===== src/rtl/inject_pkg.sv =====
/* Shared widths, C64 zero-page pointer map and autotype key table for PRG injection.
   Pointer locations follow the stock BASIC V2 layout. No other ROM is supported. */
`default_nettype none

package inject_pkg;

	// ==========================================================================
	// Bus and stream widths
	// ==========================================================================
	localparam int MEM_ADDR_W  = 16;
	localparam int DATA_W      = 8;
	localparam int HOST_ADDR_W = 25;
	// PS/2 key word with scan code in 7..0 and press flag in bit 9
	localparam int KEY_W       = 11;

	// ==========================================================================
	// BASIC pointer sweep
	// ==========================================================================
	localparam logic [MEM_ADDR_W-1:0] ZP_LAST         = 16'h0100;
	localparam logic [MEM_ADDR_W-1:0] BASIC_TXT_START = 16'h0801;

	// Start of BASIC text and SAVE start keep their power-on values
	localparam logic [7:0] PTR_TXT_LO  = 8'h2B;
	localparam logic [7:0] PTR_TXT_HI  = 8'h2C;
	localparam logic [7:0] PTR_SAVE_LO = 8'hAC;
	localparam logic [7:0] PTR_SAVE_HI = 8'hAD;

	// Variables, arrays, strings and load end all point past the program
	localparam logic [7:0] PTR_VAR_LO  = 8'h2D;
	localparam logic [7:0] PTR_VAR_HI  = 8'h2E;
	localparam logic [7:0] PTR_ARY_LO  = 8'h2F;
	localparam logic [7:0] PTR_ARY_HI  = 8'h30;
	localparam logic [7:0] PTR_STR_LO  = 8'h31;
	localparam logic [7:0] PTR_STR_HI  = 8'h32;
	localparam logic [7:0] PTR_LEND_LO = 8'hAE;
	localparam logic [7:0] PTR_LEND_HI = 8'hAF;

	// ==========================================================================
	// Autotype
	// ==========================================================================
	localparam int unsigned KEY_STEP_CYCLES = 640000;

	localparam logic [7:0] SC_LSHIFT = 8'h12;
	localparam logic [7:0] SC_HOME   = 8'h6C;
	localparam logic [7:0] SC_R      = 8'h2D;
	localparam logic [7:0] SC_U      = 8'h3C;
	localparam logic [7:0] SC_N      = 8'h31;
	localparam logic [7:0] SC_RETURN = 8'h5A;

	// Scan code of an autotype step; MSB set when the step carries a code
	function automatic logic [DATA_W:0] autotype_key(input logic [3:0] step);
		case (step)
			4'd1:    return {1'b1, SC_LSHIFT};
			4'd2:    return {1'b1, SC_HOME};
			4'd5:    return {1'b1, SC_LSHIFT};
			4'd7:    return {1'b1, SC_R};
			4'd9:    return {1'b1, SC_U};
			4'd11:   return {1'b1, SC_N};
			4'd13:   return {1'b1, SC_RETURN};
			default: return '0;
		endcase
	endfunction

endpackage

`default_nettype wire

===== src/rtl/mem_wr_if.sv =====
/* One pending memory write. req holds addr and data stable until the one-cycle ack
   and drops in the cycle after it. */
`default_nettype none

interface mem_wr_if;
	import inject_pkg::*;

	logic                  req;
	logic [MEM_ADDR_W-1:0] addr;
	logic [DATA_W-1:0]     data;
	logic                  ack;

	// Sequencer side
	modport requester (
		output req,
		output addr,
		output data,
		input  ack
	);

	// Slot writer side
	modport server (
		input  req,
		input  addr,
		input  data,
		output ack
	);

endinterface

`default_nettype wire


===== src/rtl/prg_inject_top.sv =====
/* PRG injection top. ioctl_wait_o stays high while a byte waits for a bus slot,
   and the host must not strobe ioctl_wr_i then. */
`default_nettype none

module prg_inject_top #(
	parameter int unsigned step_cycles = inject_pkg::KEY_STEP_CYCLES
) (
	input  logic                               clk_sys,
	input  logic                               reset_n,

	// Host download stream
	input  logic                               ioctl_download_i,
	input  logic                               ioctl_wr_i,
	input  logic [inject_pkg::HOST_ADDR_W-1:0] ioctl_addr_i,
	input  logic [inject_pkg::DATA_W-1:0]      ioctl_data_i,
	output logic                               ioctl_wait_o,

	// C64 memory bus
	input  logic                               io_cycle_i,
	output logic                               mem_we_o,
	output logic [inject_pkg::MEM_ADDR_W-1:0]  mem_addr_o,
	output logic [inject_pkg::DATA_W-1:0]      mem_data_o,

	// Keyboard
	input  logic [inject_pkg::KEY_W-1:0]       host_key_i,
	output logic [inject_pkg::KEY_W-1:0]       key_o
);

	logic inject_done;

	mem_wr_if wr_bus ();

	inject_sequencer i_inject_sequencer (
		.clk_sys          (clk_sys),
		.reset_n          (reset_n),
		.ioctl_download_i (ioctl_download_i),
		.ioctl_wr_i       (ioctl_wr_i),
		.ioctl_addr_i     (ioctl_addr_i),
		.ioctl_data_i     (ioctl_data_i),
		.wr               (wr_bus.requester),
		.inject_done_o    (inject_done)
	);

	mem_slot_writer i_mem_slot_writer (
		.clk_sys    (clk_sys),
		.reset_n    (reset_n),
		.io_cycle_i (io_cycle_i),
		.wr         (wr_bus.server),
		.mem_we_o   (mem_we_o),
		.mem_addr_o (mem_addr_o),
		.mem_data_o (mem_data_o)
	);

	autotype_run #(
		.step_cycles (step_cycles)
	) i_autotype_run (
		.clk_sys       (clk_sys),
		.reset_n       (reset_n),
		.inject_done_i (inject_done),
		.host_key_i    (host_key_i),
		.key_o         (key_o)
	);

	// Host back-pressure follows the pending write
	assign ioctl_wait_o = wr_bus.req;

endmodule

`default_nettype wire


===== src/rtl/autotype_run.sv =====
/* Types SHIFT+HOME then RUN RETURN after injection, one step per step_cycles+1 clocks.
   Host keys are ignored while the sequence runs. */
`default_nettype none

module autotype_run #(
	parameter int unsigned step_cycles = inject_pkg::KEY_STEP_CYCLES
) (
	input  logic                         clk_sys,
	input  logic                         reset_n,
	input  logic                         inject_done_i,
	input  logic [inject_pkg::KEY_W-1:0] host_key_i,
	output logic [inject_pkg::KEY_W-1:0] key_o
);
	import inject_pkg::*;

	// Step 0 is idle and steps 1 to 15 run the sequence
	logic [3:0]                         act;
	logic [$clog2(step_cycles + 1)-1:0] timer;
	logic                               step_due;
	logic [DATA_W:0]                    step_key;

	assign step_due = (timer == $bits(timer)'(step_cycles));
	assign step_key = autotype_key(act);

	// ==========================================================================
	// Step sequencer
	// ==========================================================================
	always_ff @(posedge clk_sys) begin
		if (!reset_n) begin
			act   <= '0;
			timer <= '0;
			key_o <= '0;
		end else begin
			if (act != 4'd0) begin
				if (step_due) begin
					timer <= '0;
					if (act == 4'd15) begin
						act <= 4'd0;
					end else begin
						act <= act + 4'd1;
					end
					if (step_key[DATA_W]) begin
						key_o <= KEY_W'(step_key[DATA_W-1:0]);
					end
					// Odd steps press and even steps release
					key_o[9] <= act[0];
				end else begin
					timer <= timer + 1'b1;
				end
			end else begin
				timer <= '0;
				key_o <= host_key_i;
			end

			// A new injection restarts the sequence
			if (inject_done_i) begin
				act <= 4'd1;
			end
		end
	end

endmodule

`default_nettype wire


===== src/rtl/mem_slot_writer.sv =====
/* Serves one pending write per falling edge of io_cycle_i. A request that
   arrives while io_cycle_i is already low waits for the next edge. */
`default_nettype none

module mem_slot_writer (
	input  logic                              clk_sys,
	input  logic                              reset_n,
	input  logic                              io_cycle_i,
	mem_wr_if.server                          wr,
	output logic                              mem_we_o,
	output logic [inject_pkg::MEM_ADDR_W-1:0] mem_addr_o,
	output logic [inject_pkg::DATA_W-1:0]     mem_data_o
);

	logic io_cycle_d;
	logic slot_edge;
	logic serve;

	// CPU has just released the bus
	assign slot_edge = io_cycle_d && !io_cycle_i;
	assign serve     = slot_edge && wr.req;

	always_ff @(posedge clk_sys) begin
		if (!reset_n) begin
			io_cycle_d <= 1'b0;
			mem_we_o   <= 1'b0;
		end else begin
			io_cycle_d <= io_cycle_i;
			mem_we_o   <= serve;
		end
	end

	always_ff @(posedge clk_sys) begin
		if (serve) begin
			mem_addr_o <= wr.addr;
			mem_data_o <= wr.data;
		end
	end

	// Ack coincides with the write strobe
	assign wr.ack = mem_we_o;

	// One write per slot
	a_we_single: assert property (@(posedge clk_sys) disable iff (!reset_n)
		mem_we_o |=> !mem_we_o);

endmodule

`default_nettype wire


===== src/rtl/inject_sequencer.sv =====
/* PRG header parse, byte stream writes and BASIC pointer sweep after the download.
   The host must hold off ioctl_wr_i while a write is pending. */
`default_nettype none

module inject_sequencer (
	input  logic                               clk_sys,
	input  logic                               reset_n,
	input  logic                               ioctl_download_i,
	input  logic                               ioctl_wr_i,
	input  logic [inject_pkg::HOST_ADDR_W-1:0] ioctl_addr_i,
	input  logic [inject_pkg::DATA_W-1:0]      ioctl_data_i,
	mem_wr_if.requester                        wr,
	output logic                               inject_done_o
);
	import inject_pkg::*;

	// Running load address, reused as sweep address once the stream ends
	logic [MEM_ADDR_W-1:0] cur_addr;
	logic [MEM_ADDR_W-1:0] end_addr;
	logic                  download_d;
	logic                  sweep;

	logic                  stream_wr;
	logic                  hdr_lo;
	logic                  hdr_hi;
	logic                  data_wr;
	logic                  sweep_start;
	logic                  sweep_step;
	logic                  sweep_end;
	logic                  load_req;

	logic                  ptr_hit;
	logic [DATA_W-1:0]     ptr_data;

	// ==========================================================================
	// Stream decode
	// ==========================================================================
	assign stream_wr   = ioctl_download_i && ioctl_wr_i;
	assign hdr_lo      = stream_wr && (ioctl_addr_i == '0);
	assign hdr_hi      = stream_wr && (ioctl_addr_i == HOST_ADDR_W'(1));
	assign data_wr     = stream_wr && (ioctl_addr_i > HOST_ADDR_W'(1));
	assign sweep_start = download_d && !ioctl_download_i;

	// Sweep only advances while no write is outstanding
	assign sweep_step  = sweep && !wr.req && (cur_addr != ZP_LAST);
	assign sweep_end   = sweep && !wr.req && (cur_addr == ZP_LAST);
	assign load_req    = data_wr || (sweep_step && ptr_hit);

	// ==========================================================================
	// Pointer table
	// ==========================================================================
	always_comb begin
		ptr_hit  = 1'b1;
		ptr_data = '0;
		case (cur_addr[7:0])
			PTR_TXT_LO: ptr_data = BASIC_TXT_START[7:0];
			PTR_TXT_HI: ptr_data = BASIC_TXT_START[15:8];
			PTR_SAVE_LO, PTR_SAVE_HI: ptr_data = '0;
			PTR_VAR_LO, PTR_ARY_LO, PTR_STR_LO, PTR_LEND_LO: ptr_data = end_addr[7:0];
			PTR_VAR_HI, PTR_ARY_HI, PTR_STR_HI, PTR_LEND_HI: ptr_data = end_addr[15:8];
			default: ptr_hit = 1'b0;
		endcase
	end

	// ==========================================================================
	// Control
	// ==========================================================================
	always_ff @(posedge clk_sys) begin
		if (!reset_n) begin
			download_d    <= 1'b0;
			sweep         <= 1'b0;
			inject_done_o <= 1'b0;
			wr.req        <= 1'b0;
		end else begin
			download_d    <= ioctl_download_i;
			inject_done_o <= 1'b0;

			if (wr.ack) begin
				wr.req <= 1'b0;
			end
			if (load_req) begin
				wr.req <= 1'b1;
			end

			if (sweep_start) begin
				sweep <= 1'b1;
			end
			if (sweep_end) begin
				sweep         <= 1'b0;
				inject_done_o <= 1'b1;
			end
		end
	end

	// ==========================================================================
	// Address and data path
	// ==========================================================================
	always_ff @(posedge clk_sys) begin
		// Header bytes give the load address, low byte first
		if (hdr_lo) begin
			cur_addr[7:0] <= ioctl_data_i;
			end_addr[7:0] <= ioctl_data_i;
		end
		if (hdr_hi) begin
			cur_addr[15:8] <= ioctl_data_i;
			end_addr[15:8] <= ioctl_data_i;
		end

		if (load_req) begin
			wr.addr <= cur_addr;
			wr.data <= sweep ? ptr_data : ioctl_data_i;
		end

		if (data_wr || sweep_step) begin
			cur_addr <= cur_addr + 1'b1;
		end
		if (data_wr) begin
			end_addr <= end_addr + 1'b1;
		end

		if (sweep_start) begin
			cur_addr <= '0;
		end
	end

	// A waiting write keeps its address and data until the slot writer takes it
	a_req_stable: assert property (@(posedge clk_sys) disable iff (!reset_n)
		wr.req && !wr.ack |=> wr.req && $stable(wr.addr) && $stable(wr.data));

endmodule

`default_nettype wire


===== config.mk =====
export PLATFORM = sky130hd
export DESIGN_NAME = prg_inject_top
export DESIGN_NICKNAME = d
export VERILOG_FILES = /design/src/rtl/inject_pkg.sv /design/src/rtl/mem_wr_if.sv /design/src/rtl/prg_inject_top.sv /design/src/rtl/autotype_run.sv /design/src/rtl/mem_slot_writer.sv /design/src/rtl/inject_sequencer.sv
export SDC_FILE = /design/constraint.sdc
export NUM_CORES = 1
export LEC_CHECK = 0
export BUFFER_PORTS_ARGS = -buffer_cell sky130_fd_sc_hd__buf_2
export CAP_MARGIN = 20
export CORE_ASPECT_RATIO = 0.5
export CORE_MARGIN = 2
export CORE_UTILIZATION = 35
export CTS_CLUSTER_DIAMETER = 30
export DETAILED_ROUTE_END_ITERATION = 6
export HOLD_SLACK_MARGIN = 0.15
export SLEW_MARGIN = 20
export SYNTH_ARGS = -nofsm -noshare
export SYNTH_HDL_FRONTEND = slang
export SYNTH_SLANG_ARGS = --single-unit

===== constraint.sdc =====
create_clock -name clk_sys -period 3.9 [get_ports clk_sys]
set_input_delay 1.17 -clock clk_sys [delete_from_list [all_inputs] [get_ports clk_sys]]
set_output_delay 1.17 -clock clk_sys [all_outputs]
set_load 0.05 [all_outputs]

=== After elaboration in Yosys (flattened, before gate mapping) ===
Cells that the tools add are included.

* Input bits: 49
* Output and inout bits: 37
* Bits in registers: 121
* Word-level logic and storage cells: 105

* $lt $le $gt $ge: 1
* Bitwise operators: 2
* Muxes and demuxes: 18
* Reduce and logical (&&, ||, !) cells: 35
* Add/sub/neg operators: 4
* Eq/ne operators: 26

{| class="wikitable"
|+ Operator list
! cell !! number
|-
| $eq 8x6->1 const B || 8
|-
| $pmux 9 s6 || 1
|-
| $mux 11 || 3
|-
| $add 16x1->16 const B || 2
|-
| $eq 8x8->1 const B || 4
|-
| $mux 16 || 2
|-
| $pmux 8 s4 || 1
|-
| $eq 25x1->1 const B || 1
|-
| $gt 25x1->1 const B || 1
|-
| $logic_not 25->1 || 1
|-
| $mux 8 || 3
|-
| $add 20x1->20 const B || 1
|-
| $eq 20x20->1 const B || 1
|-
| $eq 16x9->1 const B || 1
|-
| $eq 4x4->1 const B || 4
|-
| $ne 16x9->1 const B || 1
|-
| $reduce_bool 2->1 || 7
|-
| $reduce_or 12->1 || 1
|-
| $logic_and 1x1->1 || 11
|-
| $eq 4x3->1 const B || 2
|-
| $reduce_or 4->1 || 2
|-
| $mux 1 || 7
|-
| $reduce_and 2->1 || 3
|-
| $reduce_or 2->1 || 3
|-
| other kinds (10) || 15
|}

=== Longest topological paths before layout ===
* Depth in word-level cells: 6
* Depth in mapped cells: 10
* Gate-level depth less buffers: 8

=== Modules after synthesis ===
From an unflattened synthesis, not the netlist that was laid out.

* Cells, all modules: 555
* Area, all modules: 5,806.8 um2

{| class="wikitable"
|+ Modules (own cells, without submodules)
! module !! instances !! cells each !! sequential area each (um2) !! area an instance (um2)
|-
| inject_sequencer || 1 || 323 || 1,601.5 || 3,229.3
|-
| autotype_run || 1 || 202 || 700.7 || 1,781.7
|-
| mem_slot_writer || 1 || 30 || 760.7 || 795.8
|}

=== Least setup slack after synthesis ===
OpenSTA, ideal clock, no wires.

* Path type: register to register
* Start point: reg i_inject_sequencer.cur_addr[0]
* End point: reg i_inject_sequencer.wr.addr[0] (enable)
* Library setup time: 0.441 ns
* Clock period less this slack: 3.701 ns
* Path buffers: 0
* Slack: 0.199 ns
* Stages on the path, launching flop included: 8
* Data required time: 3.459 ns
* Data arrival time: 3.260 ns
* Cell sequence: dfxtp_1 > inv_1 > ha_1 > nor3b_1 > a41oi_1 > o21ai_1 > a311oi_1 > o21ai_0

* Longest elaborated chain between the ends: 5
* Elaborated cells between the ends (all ways): 18
* Classes of those cells: eq/ne: 13; mux: 1; reduce/logical: 4

{| class="wikitable"
|+ RTL lines
! what !! RTL line !! text
|-
| start, declared || inject_sequencer.sv:18 || <nowiki>logic [MEM_ADDR_W-1:0] cur_addr;</nowiki>
|-
| start signal, assigned || inject_sequencer.sv:101 || <nowiki>cur_addr[7:0] <= ioctl_data_i;</nowiki>
|-
| start signal, assigned || inject_sequencer.sv:115 || <nowiki>cur_addr <= cur_addr + 1'b1;</nowiki>
|-
| $eq 8x8->1 or $eq 8x6->1 (tied branches) || inject_sequencer.sv:55 || <nowiki>case (cur_addr[7:0])</nowiki>
|-
| $reduce_or 12->1 (no source line) || n/a ||
|-
| $mux 1 || inject_sequencer.sv:55 ||
|-
| $logic_and 1x1->1 (*) || inject_sequencer.sv:47 || <nowiki>assign load_req = data_wr || (sweep_step && ptr_hit);</nowiki>
|-
| $logic_or 1x1->1 (*) || inject_sequencer.sv:47 ||
|-
| named net i_inject_sequencer.load_req || inject_sequencer.sv:30 || <nowiki>logic load_req;</nowiki>
|-
| end signal, assigned || inject_sequencer.sv:110 || <nowiki>wr.addr <= cur_addr;</nowiki>
|-
| end, declared || mem_wr_if.sv:16 || <nowiki>output addr,</nowiki>
|}

Mark *: on every way through the listed nets, which the timed path passes. The rest lies on a longest branch.
A chain may end at the register's enable or synchronous reset.

=== Final worst setup path ===
* Start point: reg i_inject_sequencer.cur_addr[0]
* End point: reg i_inject_sequencer.wr.addr[15] (enable)

The elaborated chain is that of the path after synthesis.

==> reports/metrics.yaml <==
seqPwrFrac_pct: 44.7
post-cts-setup-buffer-count: 0
critPathBufInv: 2
async_reset_ff_share_pct: 0
hold_buffers: 0
cts_tree: "built"
slew_violations: 0
finalWirelength_um: 13700
ys_seq_area_share_pct: 53.2
syn_nets: 623
row_count: 33
start_util_pct: 35.5
cts_sinks: 121
setup_viol: 0
clock-root-buffer: "clkbuf_16"
final_antenna_net_count: 0
period_share_pct: 72.9
cts_made_buffers: 17
peakVddDrop_mv: 0.320
grt_pass1_vias: 4316
die-area_um2: 17500
hold_path_class: "flop to flop"
critPathArrivalTime_ns: 2.91
drive_gt1_share_pct: 21.6
gp_congestion: 0.895
rsz0062_at_grt: "false"
pwr-share-comb_pct: 8.7
worst-endpoint-required_ns: 3.97
ys_types: 70
hold_ws_ns: 0.416
end_kind: "flop"
grt_pass1_wl_um: 22000
critPathLaunchType: "flop"
htreeDepth: 4
avgSynthCellArea_um2: 10.2
outcome: "complete, no violations"
cp_top_family: "compound AO/OA/AOI/OAI gates"
intPower_w: 0.00255
n_antenna_cell: 0
grt_max_degree: 26
clock_skew_ns: 0.0183
clk_pin_slew_worst_paths_ns: 0.06
crit_type: "flop to flop"
leakage_nw: 2.57
vias: 4624
power_frac_clock_pct: 46.7
max_clock_freq_ghz: 0.352
tightest_slew_ns: 0.693
p_per_area_nw_per_um2: 488
sw_frac_of_total_pct: 25.5
grt.total_usage_pct: 16.2
hold_violations: 0
clk_latency_ns: 0.41
routedWlPerCell_um: 15.4
die_x_um: 185
drv_cap: 0
cts_resized: 0
cpMaxStageDelayCell: "o21ai_1"
ys.warnings.count: 0
die_h_um: 94.7
synth-edff-count: 64
io-pin-count: 86
drt-pass1-iter-count: 4
drt_iter0_markers: 371
crit_chain: "inv_1 -> ha_1 -> nor3b_1 -> a41oi_1 -> o21ai_1 -> a311oi_1 -> o21ai_2 -> buf_4"
drc: 0
crit_path_max_incr_delay_ns: 0.54
fillers: 1555
min_period_ns: 2.84
switchingPower_w: 0.000872
tns_ns: 0
ys.flop_type: "edfxtp_1"
area_growth_pct: 21.8
num-nets-final: 708
synthCells: 563
netlist_area_um2: 5750
max-slew-margin-rel_pct: 53.7
antenna_found_initial: 0
vias_per_cell: 5.21
io_buffer_count: 85
core_area_um2: 16200
place_hpwl_um: 9660
clockBufferDepth: 2
crit_fanout: 25
synth_seq_cells: 121
grt_overflow: 0
[worst register-to-register path: stages, from the launching register on]
cell	delay, ns
dfxtp_1	0.40
inv_1	0.20
ha_1	0.24
nor3b_1	0.30
a41oi_1	0.20
o21ai_1	0.54
a311oi_1	0.13
o21ai_2	0.14
buf_4	0.33
[placed cells by master, fill, tap and decap left out, types with 13 or more instances in the layout]
master | Yosys | layout
edfxtp_1 | 64 | 64
buf_2 | 6 | 85
nor2_1 | 64 | 64
nand2_1 | 45 | 45
inv_1 | 14 | 14
o21ai_0 | 23 | 22
clkbuf_16 | 0 | 17
dfxtp_1 | 57 | 57
xnor2_1 | 13 | 13
a21oi_1 | 40 | 39
nand3_1 | 21 | 21
xor2_1 | 20 | 20
[cell families after synthesis]
kind of cell | after synthesis | synth area share [%]
fa+ha+maj | 11 | 2.39
compound gates | 129 | 15.0
xor+xnor | 33 | 5.02
buf+inv | 40 | 2.87
mux | 4 | 0.696
simple gates | 225 | 20.8
flops | 121 | 53.2
[per-layer routing]
| metal | global-route usage (%) | wire length [um] | vias up |
|---|---|---|---|
| li1 | - | - | 2262 |
| met3 | 4.01 | 905 | 20 |
| met4 | 6.15 | 264 | 0 |
| met5 | 0 | 0 | - |
| met1 | 21.8 | 6460 | 2192 |
| met2 | 25.2 | 6080 | 150 |
[power groups by stage]
stage	logic [W]	registers [W]	clock network, W
final	0.000297	0.00153	0.00159
after global routing	0.000329	0.00154	0.00166
after CTS	0.000294	0.00152	0.00162
after detailed placement	0.000292	0.00155	0
after global placement	0.000290	0.00155	0
after floorplan	0.000204	0.00152	0
[cell type report]
cell class              instances  area (um^2)  share of cell area [%]
clock buffers                  17          425                    6.07
clock inverters                15          175                    2.50
inverters                      16         60.1                   0.857
multi-input cells             402         2540                    36.2
flip-flops and latches        121         3060                    43.7
well taps                     227          284                    4.05
repair buffers                 90          463                    6.60
[stage by stage]
stage	cells	utilization [%]	total power (W)	cell area, um^2	setup slack [ns]
6_report	888	43.2	0.00342	7010	1.06
3_5_place_dp	856	39.5	0.00184	6400	0.643
2_1_floorplan	563	-	0.00173	5750	0.199
4_1_cts	888	43.2	0.00344	7000	1.06
5_1_grt	888	43.2	0.00353	7010	0.797
3_3_place_gp	856	39.5	0.00184	6400	0.691
[path summary, 6_finish.rpt]
path | endpoint | slack, ns | startpoint | depth (start not counted)
worst min-delay path | i_mem_slot_writer.mem_addr_o[13]$_DFFE_PP_ | 0.42 | i_inject_sequencer.wr.addr[13]$_DFFE_PP_ | 0
worst min register to register | i_mem_slot_writer.mem_addr_o[13]$_DFFE_PP_ | 0.42 | i_inject_sequencer.wr.addr[13]$_DFFE_PP_ | 0
worst max register to register | i_inject_sequencer.wr.addr[15]$_DFFE_PP_ | 1.06 | i_inject_sequencer.cur_addr[0]$_SDFFE_PP0P_ | 8
worst max-delay path | i_inject_sequencer.wr.addr[15]$_DFFE_PP_ | 1.06 | i_inject_sequencer.cur_addr[0]$_SDFFE_PP0P_ | 8
[synth_stat cells, types with 3 or more instances]
cell type	n	share of area, %
a21oi_1	40	3.5
or4_4	3	0.59
inv_1	14	0.91
xnor2_1	13	2.0
and4_1	4	0.61
or3_1	3	0.33
nand4_1	9	0.98
o2bb2ai_1	3	0.46
nor4_1	7	0.76
o211ai_1	4	0.52
o21ai_0	23	2.0
a2bb2oi_1	4	0.61
a31oi_1	6	0.65
ha_1	11	2.4
nand2_1	45	2.9
a41oi_1	3	0.46
a221oi_1	3	0.46
or4_1	3	0.39
nand3_1	21	1.8
dfxtp_1	57	20
buf_2	6	0.52
nor2b_1	8	0.87
nor2_1	64	4.2
xor2_1	20	3.0
nor3b_1	6	0.78
a32o_1	4	0.70
nor3_1	6	0.52
mux2i_1	4	0.70
a32oi_1	3	0.46
and2_1	12	1.3
clkbuf_1	17	1.1
edfxtp_1	64	33
a22oi_1	9	1.2
and3_1	12	1.3
nand2b_1	4	0.43
[sequential cells by signal (all words and copies together) (netlist names)]
signal and cells:
i_inject_sequencer.sweep 1, i_inject_sequencer.download_d 1, i_inject_sequencer.inject_done_o 1, i_autotype_run.act 4, i_mem_slot_writer.io_cycle_d 1, i_mem_slot_writer.mem_we_o 1, i_inject_sequencer.wr.addr 16, i_inject_sequencer.wr.data 8
i_mem_slot_writer.mem_addr_o 16, i_autotype_run.key_o 11, i_inject_sequencer.cur_addr 16, i_mem_slot_writer.mem_data_o 8, i_autotype_run.timer 20, i_inject_sequencer.wr.req 1, i_inject_sequencer.end_addr 16
(Power assumes the default switching activity.)
